<file path="config.mk">
export PLATFORM = sky130hd
export DESIGN_NAME = dds_lab_top
export DESIGN_NICKNAME = d
export VERILOG_FILES = /design/src/logic/kbd_pkg.sv /design/src/logic/dds_pkg.sv /design/src/logic/dds_wave_if.sv /design/src/logic/dds_lab_top.sv /design/src/logic/key_state_tracker.sv /design/src/logic/sample_select.sv /design/src/logic/dds_core.sv /design/src/logic/sine_lookup.sv /design/src/logic/rate_lfsr.sv /design/src/logic/tick_divider.sv
export VERILOG_INCLUDE_DIRS = /design/src /design/src/logic
export SDC_FILE = /design/constraint.sdc
export NUM_CORES = 1
export LEC_CHECK = 0
export ABC_AREA = 1
export BUFFER_PORTS_ARGS = -buffer_cell sky130_fd_sc_hd__buf_4
export CAP_MARGIN = 20
export CORE_UTILIZATION = 55
export DETAILED_ROUTE_END_ITERATION = 6
export HOLD_SLACK_MARGIN = 0.08
export PLACE_DENSITY = 0.88
export SYNTH_ARGS = -nofsm -noshare
export SYNTH_HDL_FRONTEND = slang
export SYNTH_SLANG_ARGS = --single-unit
export TNS_END_PERCENT = 5
</file>
<file path="constraint.sdc">
create_clock -name CLK_25MHZ -period 2.1 [get_ports CLK_25MHZ]
set_clock_uncertainty 0.05 [all_clocks]
set_input_delay 0.525 -clock CLK_25MHZ [delete_from_list [all_inputs] [get_ports CLK_25MHZ]]
set_output_delay 0.525 -clock CLK_25MHZ [all_outputs]
set_load 0.02 [all_outputs]
</file>
<file path="src/logic/dds_macros.svh">
`ifndef DDS_MACROS_SVH
`define DDS_MACROS_SVH

// datapath widths
`define DDS_PHASE_W     32              // phase accumulator
`define DDS_OUT_W       12              // one waveform sample

// phase steps per clock, picked by the lfsr
`define DDS_INC_SLOW    32'h0000_0056
`define DDS_INC_FAST    32'h0000_0102

// rate lfsr
`define LFSR_W          5
`define LFSR_SEED       5'b00001        // lsb set, starts on the fast rate

// default divider periods at 25 MHz
`define RATE_TICK_DIV   25_000_000      // one lfsr step per second
`define SAMPLE_DIV      70_000          // scope sample rate

`endif
</file>
<file path="src/logic/kbd_pkg.sv">
`default_nettype none

package kbd_pkg;

   localparam int NUM_KEYS = 17;

   // bit position of each key in the held vector
   typedef enum logic [4:0]
   {
      KEY_DOWN = 5'd0, KEY_UP, KEY_RIGHT, KEY_LEFT, KEY_SPACE,
      KEY_M, KEY_N, KEY_F2, KEY_F1,
      KEY_8, KEY_7, KEY_6, KEY_5, KEY_4, KEY_3, KEY_2,
      KEY_1                                        // position 16
   } key_idx_e;

   typedef logic [NUM_KEYS-1:0] held_keys_t;     // indexed by key_idx_e

   // make code is key position + 1, break adds bit 7
   typedef enum logic [7:0]
   {
      SC_NONE        = 8'h00,
      SC_MAKE_DOWN   = 8'h01, SC_BREAK_DOWN  = 8'h81,
      SC_MAKE_UP     = 8'h02, SC_BREAK_UP    = 8'h82,
      SC_MAKE_RIGHT  = 8'h03, SC_BREAK_RIGHT = 8'h83,
      SC_MAKE_LEFT   = 8'h04, SC_BREAK_LEFT  = 8'h84,
      SC_MAKE_SPACE  = 8'h05, SC_BREAK_SPACE = 8'h85,
      SC_MAKE_M      = 8'h06, SC_BREAK_M     = 8'h86,
      SC_MAKE_N      = 8'h07, SC_BREAK_N     = 8'h87,
      SC_MAKE_F2     = 8'h08, SC_BREAK_F2    = 8'h88,
      SC_MAKE_F1     = 8'h09, SC_BREAK_F1    = 8'h89,
      SC_MAKE_8      = 8'h0A, SC_BREAK_8     = 8'h8A,
      SC_MAKE_7      = 8'h0B, SC_BREAK_7     = 8'h8B,
      SC_MAKE_6      = 8'h0C, SC_BREAK_6     = 8'h8C,
      SC_MAKE_5      = 8'h0D, SC_BREAK_5     = 8'h8D,
      SC_MAKE_4      = 8'h0E, SC_BREAK_4     = 8'h8E,
      SC_MAKE_3      = 8'h0F, SC_BREAK_3     = 8'h8F,
      SC_MAKE_2      = 8'h10, SC_BREAK_2     = 8'h90,
      SC_MAKE_1      = 8'h11, SC_BREAK_1     = 8'h91
   } scan_event_e;

endpackage

`default_nettype wire

</file>
<file path="src/logic/dds_pkg.sv">
`default_nettype none

`include "dds_macros.svh"

package dds_pkg;

   // one signed sample, two's complement around zero
   typedef logic signed [`DDS_OUT_W-1:0] wave_sample_t;

   // accumulator phase, wraps at 2^32
   typedef logic [`DDS_PHASE_W-1:0] phase_t;

   // waveform shown on the scope
   typedef enum logic [1:0]
   {
      WAVE_SINE   = 2'd0,
      WAVE_COS    = 2'd1,
      WAVE_SAW    = 2'd2,
      WAVE_SQUARE = 2'd3
   } wave_sel_e;

   // full scale of a sample
   localparam wave_sample_t WAVE_MAX = 12'sh7FF;   // +2047
   localparam wave_sample_t WAVE_MIN = 12'sh800;   // -2048

endpackage

`default_nettype wire

</file>
<file path="src/logic/dds_wave_if.sv">
`timescale 1ns/1ns
`default_nettype none

// the four generated waveforms, all registered in the core
interface dds_wave_if;

   dds_pkg::wave_sample_t sin_w;
   dds_pkg::wave_sample_t cos_w;
   dds_pkg::wave_sample_t saw_w;
   dds_pkg::wave_sample_t squ_w;

   modport gen
   (
      output sin_w, cos_w, saw_w, squ_w
   );

   modport user
   (
      input sin_w, cos_w, saw_w, squ_w
   );

endinterface

`default_nettype wire

</file>
<file path="src/logic/dds_lab_top.sv">
`timescale 1ns/1ns
`default_nettype none

`include "dds_macros.svh"

module dds_lab_top
#(
   parameter int unsigned rate_div   = `RATE_TICK_DIV,
   parameter int unsigned sample_div = `SAMPLE_DIV
)
(
   input  logic                  CLK_25MHZ,
   input  logic                  reset_from_key,
   input  dds_pkg::wave_sel_e    signal_select,
   input  logic                  event_ready,
   input  kbd_pkg::scan_event_e  event_code,
   output dds_pkg::wave_sample_t sample,
   output logic                  sample_strobe,
   output logic                  rate_fast,
   output kbd_pkg::held_keys_t   keys
);

   ////////////////////////////////////////////////////////////////////////////
   // rate control
   ////////////////////////////////////////////////////////////////////////////

   logic rate_tick;
   logic sample_tick;

   tick_divider #(.div(rate_div)) i_rate_tick
   (
      .CLK_25MHZ      (CLK_25MHZ),
      .reset_from_key (reset_from_key),
      .tick           (rate_tick)
   );

   rate_lfsr i_rate_lfsr
   (
      .CLK_25MHZ      (CLK_25MHZ),
      .reset_from_key (reset_from_key),
      .tick           (rate_tick),
      .rate_fast      (rate_fast)        // also drives the increment mux
   );

   ////////////////////////////////////////////////////////////////////////////
   // waveform path
   ////////////////////////////////////////////////////////////////////////////

   dds_wave_if i_wave_if ();

   dds_core i_dds_core
   (
      .CLK_25MHZ      (CLK_25MHZ),
      .reset_from_key (reset_from_key),
      .rate_fast      (rate_fast),
      .wave           (i_wave_if.gen)
   );

   // scope sample rate
   tick_divider #(.div(sample_div)) i_sample_tick
   (
      .CLK_25MHZ      (CLK_25MHZ),
      .reset_from_key (reset_from_key),
      .tick           (sample_tick)
   );

   sample_select i_sample_select
   (
      .CLK_25MHZ      (CLK_25MHZ),
      .reset_from_key (reset_from_key),
      .signal_select  (signal_select),
      .strobe         (sample_tick),
      .wave           (i_wave_if.user),
      .sample         (sample),
      .sample_strobe  (sample_strobe)
   );

   ////////////////////////////////////////////////////////////////////////////
   // keyboard
   ////////////////////////////////////////////////////////////////////////////

   key_state_tracker i_key_tracker
   (
      .CLK_25MHZ      (CLK_25MHZ),
      .reset_from_key (reset_from_key),
      .event_ready    (event_ready),
      .event_code     (event_code),
      .keys           (keys)
   );

endmodule

`default_nettype wire

</file>
<file path="src/logic/key_state_tracker.sv">
`timescale 1ns/1ns
`default_nettype none

module key_state_tracker
(
   input  logic                CLK_25MHZ,
   input  logic                reset_from_key,
   input  logic                event_ready,
   input  kbd_pkg::scan_event_e event_code,
   output kbd_pkg::held_keys_t keys
);

   logic [7:0]        code_raw;
   logic [6:0]        key_code;
   logic              code_valid;
   logic              is_break;
   kbd_pkg::key_idx_e key_idx;

   assign code_raw = event_code;
   assign key_code = code_raw[6:0];
   assign is_break = code_raw[7];

   // only 1..NUM_KEYS name a key and anything else is ignored
   assign code_valid = (key_code != 7'd0) && (key_code <= 7'(kbd_pkg::NUM_KEYS));
   assign key_idx    = kbd_pkg::key_idx_e'(5'(key_code - 7'd1));

   always_ff @(posedge CLK_25MHZ)
   begin
      if (reset_from_key)
      begin
         keys <= '0;
      end
      else if (event_ready && code_valid)
      begin
         keys[key_idx] <= !is_break;   // make sets and break clears
      end
   end

endmodule

`default_nettype wire

</file>
<file path="src/logic/sample_select.sv">
`timescale 1ns/1ns
`default_nettype none

module sample_select
(
   input  logic                  CLK_25MHZ,
   input  logic                  reset_from_key,
   input  dds_pkg::wave_sel_e    signal_select,
   input  logic                  strobe,
   dds_wave_if.user              wave,
   output dds_pkg::wave_sample_t sample,
   output logic                  sample_strobe
);

   dds_pkg::wave_sample_t selected;

   // mux stage, follows the selector every cycle
   always_ff @(posedge CLK_25MHZ)
   begin
      case (signal_select)
         dds_pkg::WAVE_SINE:   selected <= wave.sin_w;
         dds_pkg::WAVE_COS:    selected <= wave.cos_w;
         dds_pkg::WAVE_SAW:    selected <= wave.saw_w;
         dds_pkg::WAVE_SQUARE: selected <= wave.squ_w;
         default:              selected <= wave.sin_w;
      endcase
   end

   // hold stage, loads only on the sample strobe
   always_ff @(posedge CLK_25MHZ)
   begin
      if (reset_from_key)
      begin
         sample        <= '0;
         sample_strobe <= 1'b0;
      end
      else
      begin
         sample_strobe <= strobe;      // marks the cycle with a new sample
         if (strobe)
         begin
            sample <= selected;
         end
      end
   end

endmodule

`default_nettype wire

</file>
<file path="src/logic/dds_core.sv">
`timescale 1ns/1ns
`default_nettype none

`include "dds_macros.svh"

module dds_core
(
   input  logic      CLK_25MHZ,
   input  logic      reset_from_key,
   input  logic      rate_fast,
   dds_wave_if.gen   wave
);

   dds_pkg::phase_t       phase;
   dds_pkg::phase_t       phase_inc;
   logic [11:0]           p;            // table address, top of the phase
   logic [11:0]           p_cos;
   dds_pkg::wave_sample_t sin_val;
   dds_pkg::wave_sample_t cos_val;
   dds_pkg::wave_sample_t saw_val;
   dds_pkg::wave_sample_t squ_val;

   assign phase_inc = rate_fast ? `DDS_INC_FAST : `DDS_INC_SLOW;

   always_ff @(posedge CLK_25MHZ)
   begin
      if (reset_from_key)
      begin
         phase <= '0;
      end
      else
      begin
         phase <= phase + phase_inc;   // wraps naturally
      end
   end

   assign p     = phase[`DDS_PHASE_W-1 -: `DDS_OUT_W];
   assign p_cos = p + 12'd1024;        // quarter turn ahead

   sine_lookup i_sin_lookup
   (
      .phase (p),
      .value (sin_val)
   );

   sine_lookup i_cos_lookup
   (
      .phase (p_cos),
      .value (cos_val)
   );

   assign saw_val = dds_pkg::wave_sample_t'(p);
   assign squ_val = p[11] ? dds_pkg::WAVE_MIN : dds_pkg::WAVE_MAX;

   // output stage, one cycle behind the phase
   always_ff @(posedge CLK_25MHZ)
   begin
      wave.sin_w <= sin_val;
      wave.cos_w <= cos_val;
      wave.saw_w <= saw_val;
      wave.squ_w <= squ_val;
   end

endmodule

`default_nettype wire

</file>
<file path="src/logic/sine_lookup.sv">
`timescale 1ns/1ns
`default_nettype none

module sine_lookup
(
   input  logic [11:0]           phase,
   output dds_pkg::wave_sample_t value
);

   ////////////////////////////////////////////////////////////////////////////
   // quarter wave table
   ////////////////////////////////////////////////////////////////////////////

   // entry i holds round(2047 * sin(pi/2 * (i + 0.5) / 64))
   // centred samples make the mirrored quadrants line up exactly
   localparam logic [10:0] quarter_rom [64] = '{
      11'd25,   11'd75,   11'd126,  11'd176,  11'd226,  11'd275,  11'd325,  11'd375,
      11'd424,  11'd473,  11'd522,  11'd570,  11'd618,  11'd666,  11'd713,  11'd760,
      11'd806,  11'd852,  11'd898,  11'd943,  11'd987,  11'd1031, 11'd1074, 11'd1116,
      11'd1158, 11'd1199, 11'd1239, 11'd1279, 11'd1318, 11'd1356, 11'd1393, 11'd1430,
      11'd1465, 11'd1500, 11'd1533, 11'd1566, 11'd1598, 11'd1629, 11'd1659, 11'd1688,
      11'd1716, 11'd1743, 11'd1769, 11'd1793, 11'd1817, 11'd1840, 11'd1861, 11'd1881,
      11'd1901, 11'd1919, 11'd1936, 11'd1951, 11'd1966, 11'd1979, 11'd1992, 11'd2003,
      11'd2012, 11'd2021, 11'd2028, 11'd2035, 11'd2039, 11'd2043, 11'd2046, 11'd2047
   };

   ////////////////////////////////////////////////////////////////////////////
   // quadrant folding
   ////////////////////////////////////////////////////////////////////////////

   logic [1:0]            quadrant;
   logic [5:0]            fine_idx;
   logic [5:0]            rom_addr;
   dds_pkg::wave_sample_t magnitude;

   assign quadrant = phase[11:10];
   assign fine_idx = phase[9:4];     // low 4 bits fall inside one table step

   // falling quarters read the table backwards
   assign rom_addr = quadrant[0] ? ~fine_idx : fine_idx;

   assign magnitude = {1'b0, quarter_rom[rom_addr]};

   // lower half of the cycle is the negative lobe
   assign value = quadrant[1] ? -magnitude : magnitude;

endmodule

`default_nettype wire

</file>
<file path="src/logic/rate_lfsr.sv">
`timescale 1ns/1ns
`default_nettype none

`include "dds_macros.svh"

module rate_lfsr
(
   input  logic CLK_25MHZ,
   input  logic reset_from_key,
   input  logic tick,
   output logic rate_fast
);

   logic [`LFSR_W-1:0] state;
   logic               feedback;

   // taps 5 and 3 give the maximal length of 31 states
   assign feedback = state[`LFSR_W-1] ^ state[`LFSR_W-3];

   always_ff @(posedge CLK_25MHZ)
   begin
      if (reset_from_key)
      begin
         state <= `LFSR_SEED;
      end
      else if (tick)
      begin
         state <= {state[`LFSR_W-2:0], feedback};   // shift up with the new bit at 0
      end
   end

   assign rate_fast = state[0];

   // all-zero state locks up the sequence and freezes the rate
   a_state_live: assert property (@(posedge CLK_25MHZ) disable iff (reset_from_key)
      state != '0);

endmodule

`default_nettype wire

</file>
<file path="src/logic/tick_divider.sv">
`timescale 1ns/1ns
`default_nettype none

module tick_divider
#(
   parameter int unsigned div = 2
)
(
   input  logic CLK_25MHZ,
   input  logic reset_from_key,
   output logic tick
);

   localparam int cnt_w = (div > 1) ? $clog2(div) : 1;

   logic [cnt_w-1:0] cnt;

   always_ff @(posedge CLK_25MHZ)
   begin
      if (reset_from_key)
      begin
         cnt  <= '0;
         tick <= 1'b0;
      end
      else if (cnt == cnt_w'(div - 1))
      begin
         cnt  <= '0;                 // wrap and fire
         tick <= 1'b1;
      end
      else
      begin
         cnt  <= cnt + 1'b1;
         tick <= 1'b0;
      end
   end

   // a single cycle pulse, so downstream sees one event per period
   a_tick_single: assert property (@(posedge CLK_25MHZ) disable iff (reset_from_key)
      ((div > 1) && tick) |=> !tick);

endmodule

`default_nettype wire

</file>
# Word-level counts from Yosys, hierarchy flattened
# Memory sizes are Yosys's and may differ from the RTL's.
# Index checks and enable logic that the tools add are counted.
# totals
reg_bits,171
latchBits,0
ramBits,0
rom_bits,1408
inputBits,13
out_inout_bits,31
mem_count,2
# memory_table
name,depth,word_bits,read_ports,rd_clocked_by_memory_dff,wr,line_no,text
(name not given),64,11,1,0,0,sine_lookup.sv:42,"assign magnitude = {1'b0, quarter_rom[rom_addr]};"
(name not given),64,11,1,0,0,sine_lookup.sv:42,
# op_classes
addsub,7
n_mul,0
div_mod_pow,0
n_lt_le_gt_ge,5
eq_ne,5
shifts,0
n_mux,16
n_bitwise,5
reduce_logical,8
# op_table
operator,n
11-bit two-way mux,6
12-bit case mux with 4 select lines,1
32-bit adder,1
"25-bit by 1-bit adder with 25-bit output, second input constant",1
"25-bit equality test, second input constant",1
11-bit negation with 12-bit output,2
"17-bit by 1-bit adder with 17-bit output, second input constant",1
17-bit bitwise mux,1
"17-bit equality test, second input constant",1
"7-bit greater-or-equal comparator, second input constant",2
6-bit NOT with 7-bit output,2
"12-bit by 11-bit adder with 12-bit output, second input constant",1
12-bit two-way mux,1
6-bit two-way mux,2
6-bit NOT,2
9-bit two-way mux,1
"7-bit by 5-bit <= comparator with 1-bit output, second input constant",1
7-bit nonzero test,1
"5-bit by 6-bit less-than comparator with 1-bit output, second input constant",1
1-bit demux with 5-bit select,1
"5-bit by 1-bit greater-or-equal comparator with 1-bit output, second input constant",1
"5-bit by 1-bit subtractor with 5-bit output, second input constant",1
"2-bit equality test, second input constant",2
2-bit OR reduction,2
other kinds (6),10

# Logic depth before layout (Yosys ltp)
# depth
word_depth,9
depth_mapped,19

# Modules after synthesis
# A second synthesis with hierarchy kept.
# hier_totals
hier_cells,1488
area_unflattened_um2,9892.0
# by_module_without_submodules
module,instances,cells_each,area_per_inst_um2,seq_area_each_um2
dds_core,1,337,2671.3,1361.3
sine_lookup (i_dds_core.i_sin_lookup),1,256,1436.4,0.0
tick_divider (i_rate_tick),1,202,1363.8,520.5
sine_lookup (i_dds_core.i_cos_lookup),1,255,1273.7,0.0
sample_select,1,138,1083.5,500.5
key_state_tracker,1,137,959.7,340.3
tick_divider (i_sample_tick),1,137,914.6,360.3
rate_lfsr,1,26,188.9,100.1

# Least setup slack after synthesis
# No wires, ideal clock.
# synth_path
path_type,flip-flop to flip-flop
from,reg i_dds_core.phase[30]
to,reg i_dds_core.wave.sin_w[8]
setup_time_ns,0.112
arrival_ns,2.106
required_ns,1.938
path_slack_ns,-0.169
path_stages_with_launch,15
period_less_slack_ns,2.269
cell_sequence,dfxtp_1 > ha_1 > inv_1 > clkbuf_1 > clkbuf_1 > nand3_1 > nand2_1 > inv_1 > ha_1 > nand2_1 > nor2_2 > nand3_1 > nand2_1 > nand2_1 > nand2_1
# synth_between
elab_chain_len,7
# synth_rtl
element,line_no,text
from (decl),dds_core.sv:14,dds_pkg::phase_t phase;
from (signal assigned),dds_core.sv:33,phase <= phase + phase_inc;
6-bit two-way mux,sine_lookup.sv:40,assign rom_addr = quadrant[0] ? ~fine_idx : fine_idx;
6-bit NOT with 7-bit output (implied by the code),sine_lookup.sv:42,
memory read 64 x 11 bit,-,
11-bit two-way mux (implied by the code) (2 in series),sine_lookup.sv:42,
net i_dds_core.i_sin_lookup.magnitude[0],sine_lookup.sv:34,dds_pkg::wave_sample_t magnitude;
11-bit negation with 12-bit output,sine_lookup.sv:45,assign value = quadrant[1] ? -magnitude : magnitude;
11-bit two-way mux,sine_lookup.sv:45,
net i_dds_core.i_sin_lookup.value[8],sine_lookup.sv:7,output dds_pkg::wave_sample_t value
to (signal assigned),dds_core.sv:58,wave.sin_w <= sin_val;
to (decl),dds_wave_if.sv:14,"output sin_w, cos_w, saw_w, squ_w"
# The timed path passes the listed nets, and every way through them passes these cells. The select of a mux whose other input is x is not followed.
# A chain may end at the register's enable or synchronous reset.

# Worst setup path after layout
# layout_path
from,reg i_sample_tick.cnt[0]
to,reg i_sample_tick.cnt[16]
# layout_between
elab_chain_len,2
word_cells_on_any_way,3
classes_between,add/sub: 1; eq/ne: 1; reduce/logical: 1
# layout_rtl
element,line_no,text
from (decl),tick_divider.sv:16,logic [cnt_w-1:0] cnt;
from (signal assigned),tick_divider.sv:32,cnt <= cnt + 1'b1;
"parallel branches: the longest is 2 deep, another holds 17-bit by 1-bit adder with 17-bit output",-,
# Several ways; the timed one is not identified.

==> qor.txt <==
status - finished with violations
failing checks - setup timing
GRT met3 Usage - 0.06227
Area Growth Syn to Fin - 36.26%
TritonCTS clock tree - yes
pre-CTS setup slack - -0.2421 ns
die width - 123.1 um
Initial DRC Count - 1111
Initial Util - 0.5725
Worst R2R Path Depth - 12
Peak VDD IR - 0.5382 mV
CP Data Arrival Time - 2.57 ns
share of cells above drive strength 1 - 0.2940
Port Buffer Count - 43
crit end category - flop
worst slew pin tran - 0.5316 ns
gpl congestion - 1.005
Synth warnings - 0
Post-Synthesis Cells - 1196
maxcap violations - 0
async set or reset register ratio after synthesis - 0
chip height - 123.1 um
reg2reg start - i_sample_tick.cnt[0]
setup ws final - -0.2126 ns
CTS root buf - clkbuf_16
DR WL/cell - 17.87 um
WP data required - 2.36 ns
insertion delay to the later sink of the worst-skew pair - 0.43 ns
I/O pin count - 44
hold buffers post-CTS - 0
std cell rows - 43
clock sinks - 159
final slew viol count - 0
fmax - 432.4 MHz
Clock Path Buffers - 2
Clock transition at path regs - 0.07 ns
number of flops mapped to enable cells by yosys - 0
register-to-register setup slack - -0.21 ns
critical-path maximum fanout - 3
hold depth - 3
post-layout util - 0.7801
Min-Delay Path Class - input port to flop
antenna cells - 0
gr busiest metal - met2
M1 GR Usage - 0.4102
post-route insts no fill - 1588
syn nets - 1221
max_slew headroom - 0.6418
grt met2 use - 0.5786
pwr dens - 599.7 nW/um2
Yosys reg bits - 159
library cells used by synthesis - 42
Reg-to-Reg End - i_sample_tick.cnt[16]
vias per cell - 5.849
Synth Area per Inst - 6.748 um2
Tcrit/Tclk final - 1.101
H-tree Lvls - 4
Core Region - 14100 um2
cts bufs inserted - 17
# nets final - 1420
DR DRC count - 0
cell area after synthesis - 8070 um2
global-route wire length before repair - 39860 um
Final Hold Vio Count - 0
antenna violations before repair - 0
vias in the first global route - 8302
Worst setup SP type - flop
GR Util All Layers - 0.3402
DP Wirelength - 17520 um
largest net degree at the start of global routing - 28
Cells after DPL - 1533
Pre-Repair DR Iteration Count - 6
RSZ-0062 raised after global routing - yes
Setup crit end - i_sample_tick.cnt[16]
vias - 9288
Final setup viols - 24
die area - 15160 um2
Most used DFF post-synth - dfxtp_1
sequential-to-total area share from yosys stat - 0.3944
Detail Route Antenna Nets - 0
GRT overflow - 0
Final min period - 2.313 ns
critical path type - flop to flop
Worst Setup SP - i_sample_tick.cnt[0]
Lkg Pwr - 0.004827 uW
wirelength, routed - 28370 um
==> per-stage QoR <==
step                hold WS (ns)  setup TNS (ns)  power (uW)  cell area [um2]
CTS                       0.2941         -0.6150        6548            10330
global placement          0.3155          -1.768        3337             9584
detailed placement        0.3215          -2.994        3348             9584
floorplan                 0.2790        -0.03040        3266             8074
finish                    0.2979          -2.325        6595            11000
global route              0.3208          -5.447        6709            11000
==> cells in the final DEF, fill, tap and decap left out, types with 8 or more instances in the layout <==
master / n
nand2_1: 245
buf_4: 206
dfxtp_1: 152
nor2_1: 142
inv_1: 106
nand3_1: 102
a21oi_1: 63
o21ai_0: 54
nand2_2: 42
nor3_1: 30
nand2_4: 21
nor2_2: 21
a31oi_1: 18
clkbuf_16: 18
xor2_1: 17
nand4_1: 13
inv_2: 12
a21oi_2: 10
o21ai_1: 9
nor2_4: 8
nand3_2: 8
==> layout make-up <==
class / instances / area, um2
tap: 180 / 225.2
sequential: 159 / 3204
clock inverter: 13 / 178.9
fill: 865 / 3099
timing repair buffer: 216 / 1684
inverter: 123 / 480.5
multi-input combinational: 878 / 4771
clock buffer: 19 / 452.9
==> cell usage after synthesis, types with 2 or more instances <==
cell type	count	area, um2
a211oi_1	4	30.03
a21oi_1	71	355.3
a21oi_2	2	17.52
a31oi_1	19	118.9
buf_2	8	40.04
buf_4	4	30.03
buf_6	4	45.04
clkbuf_1	21	78.83
dfxtp_1	159	3183
ha_1	11	137.6
inv_1	116	435.4
inv_2	6	22.52
nand2_1	281	1055
nand2_2	26	162.7
nand3_1	110	550.5
nand3b_1	3	22.52
nand4_1	13	81.33
nor2_1	166	623.1
nor2_2	4	25.02
nor3_1	34	170.2
nor3b_1	3	22.52
nor4_1	7	43.79
o211ai_1	6	45.04
o21a_1	6	45.04
o21ai_0	61	305.3
o21ai_1	7	35.03
o22ai_1	2	12.51
or2_2	6	37.54
xnor2_1	7	61.31
xor2_1	17	148.9
==> worst max-delay path, stage by stage, from the launching register on <==
cell	delay (ns)
dfxtp_2	0.35
ha_1	0.18
nand2_1	0.08
inv_1	0.09
nand2_2	0.10
nor2_4	0.15
nand3_2	0.11
nor3_2	0.27
nand3_1	0.16
nor2_2	0.22
nand2_2	0.12
nor3_2	0.22
nor3_1	0.09
==> where the power goes <==
group          switching (uW)  internal, uW
registers                27.4          3050
clock network            1320          1960
logic                     157          79.5
==> layer usage <==
layer	vias to the layer above	wire length [um]
met5	-	0
met4	0	1472
met1	4220	11040
li1	4300	-
met3	150	2314
met2	618	13540
==> cells by family (layout without fill, tap and decap cells) <==
kind of cell,Yosys count,after routing,share of synthesized area
buffers and inverters,160,371,0.08124
flip-flops,159,159,0.3944
AO/OA/AOI/OAI,185,185,0.1285
adder cells (fa/ha/maj),12,12,0.01953
XOR/XNOR,24,24,0.02605
AND/OR/NAND/NOR,656,657,0.3502
==> worst min path at each step <==
stage | slack (ns) | to | start
final | 0.30 | i_sample_select.selected[11] | signal_select[1]
after global routing | 0.32 | i_sample_select.selected[11] | signal_select[1]
after CTS | 0.29 | i_sample_select.selected[11] | signal_select[1]
after detailed placement | 0.32 | i_dds_core.wave.saw_w[0] | i_dds_core.phase[20]
after global placement | 0.32 | i_dds_core.wave.saw_w[0] | i_dds_core.phase[20]
after floorplan | 0.28 | i_dds_core.wave.saw_w[11] | i_dds_core.phase[31]
==> timing repair <==
action                     in CTS  in global routing
setup endpoints to repair      32                 51
gates resized for setup        37                131
pin swaps                       3                 35
hold endpoints to repair        0                  0
setup buffers                   0                 20
cloned                          0                  2
==> state kept, by name, summed over array words and instances (netlist names) <==
| name | count |
|---|---|
| i_dds_core.wave.squ_w | 1 |
| i_rate_lfsr.state | 5 |
| i_sample_select.selected | 12 |
| i_dds_core.phase | 31 |
| i_key_tracker.keys | 17 |
| i_sample_tick.cnt | 17 |
| i_sample_tick.tick | 1 |
| i_sample_select.sample | 12 |
| i_dds_core.wave.cos_w | 12 |
| i_dds_core.wave.sin_w | 12 |
| i_dds_core.wave.saw_w | 12 |
| i_rate_tick.cnt | 25 |
| i_rate_tick.tick | 1 |
| i_sample_select.sample_strobe | 1 |
No activity file was read; power rests on OpenSTA's default activity.
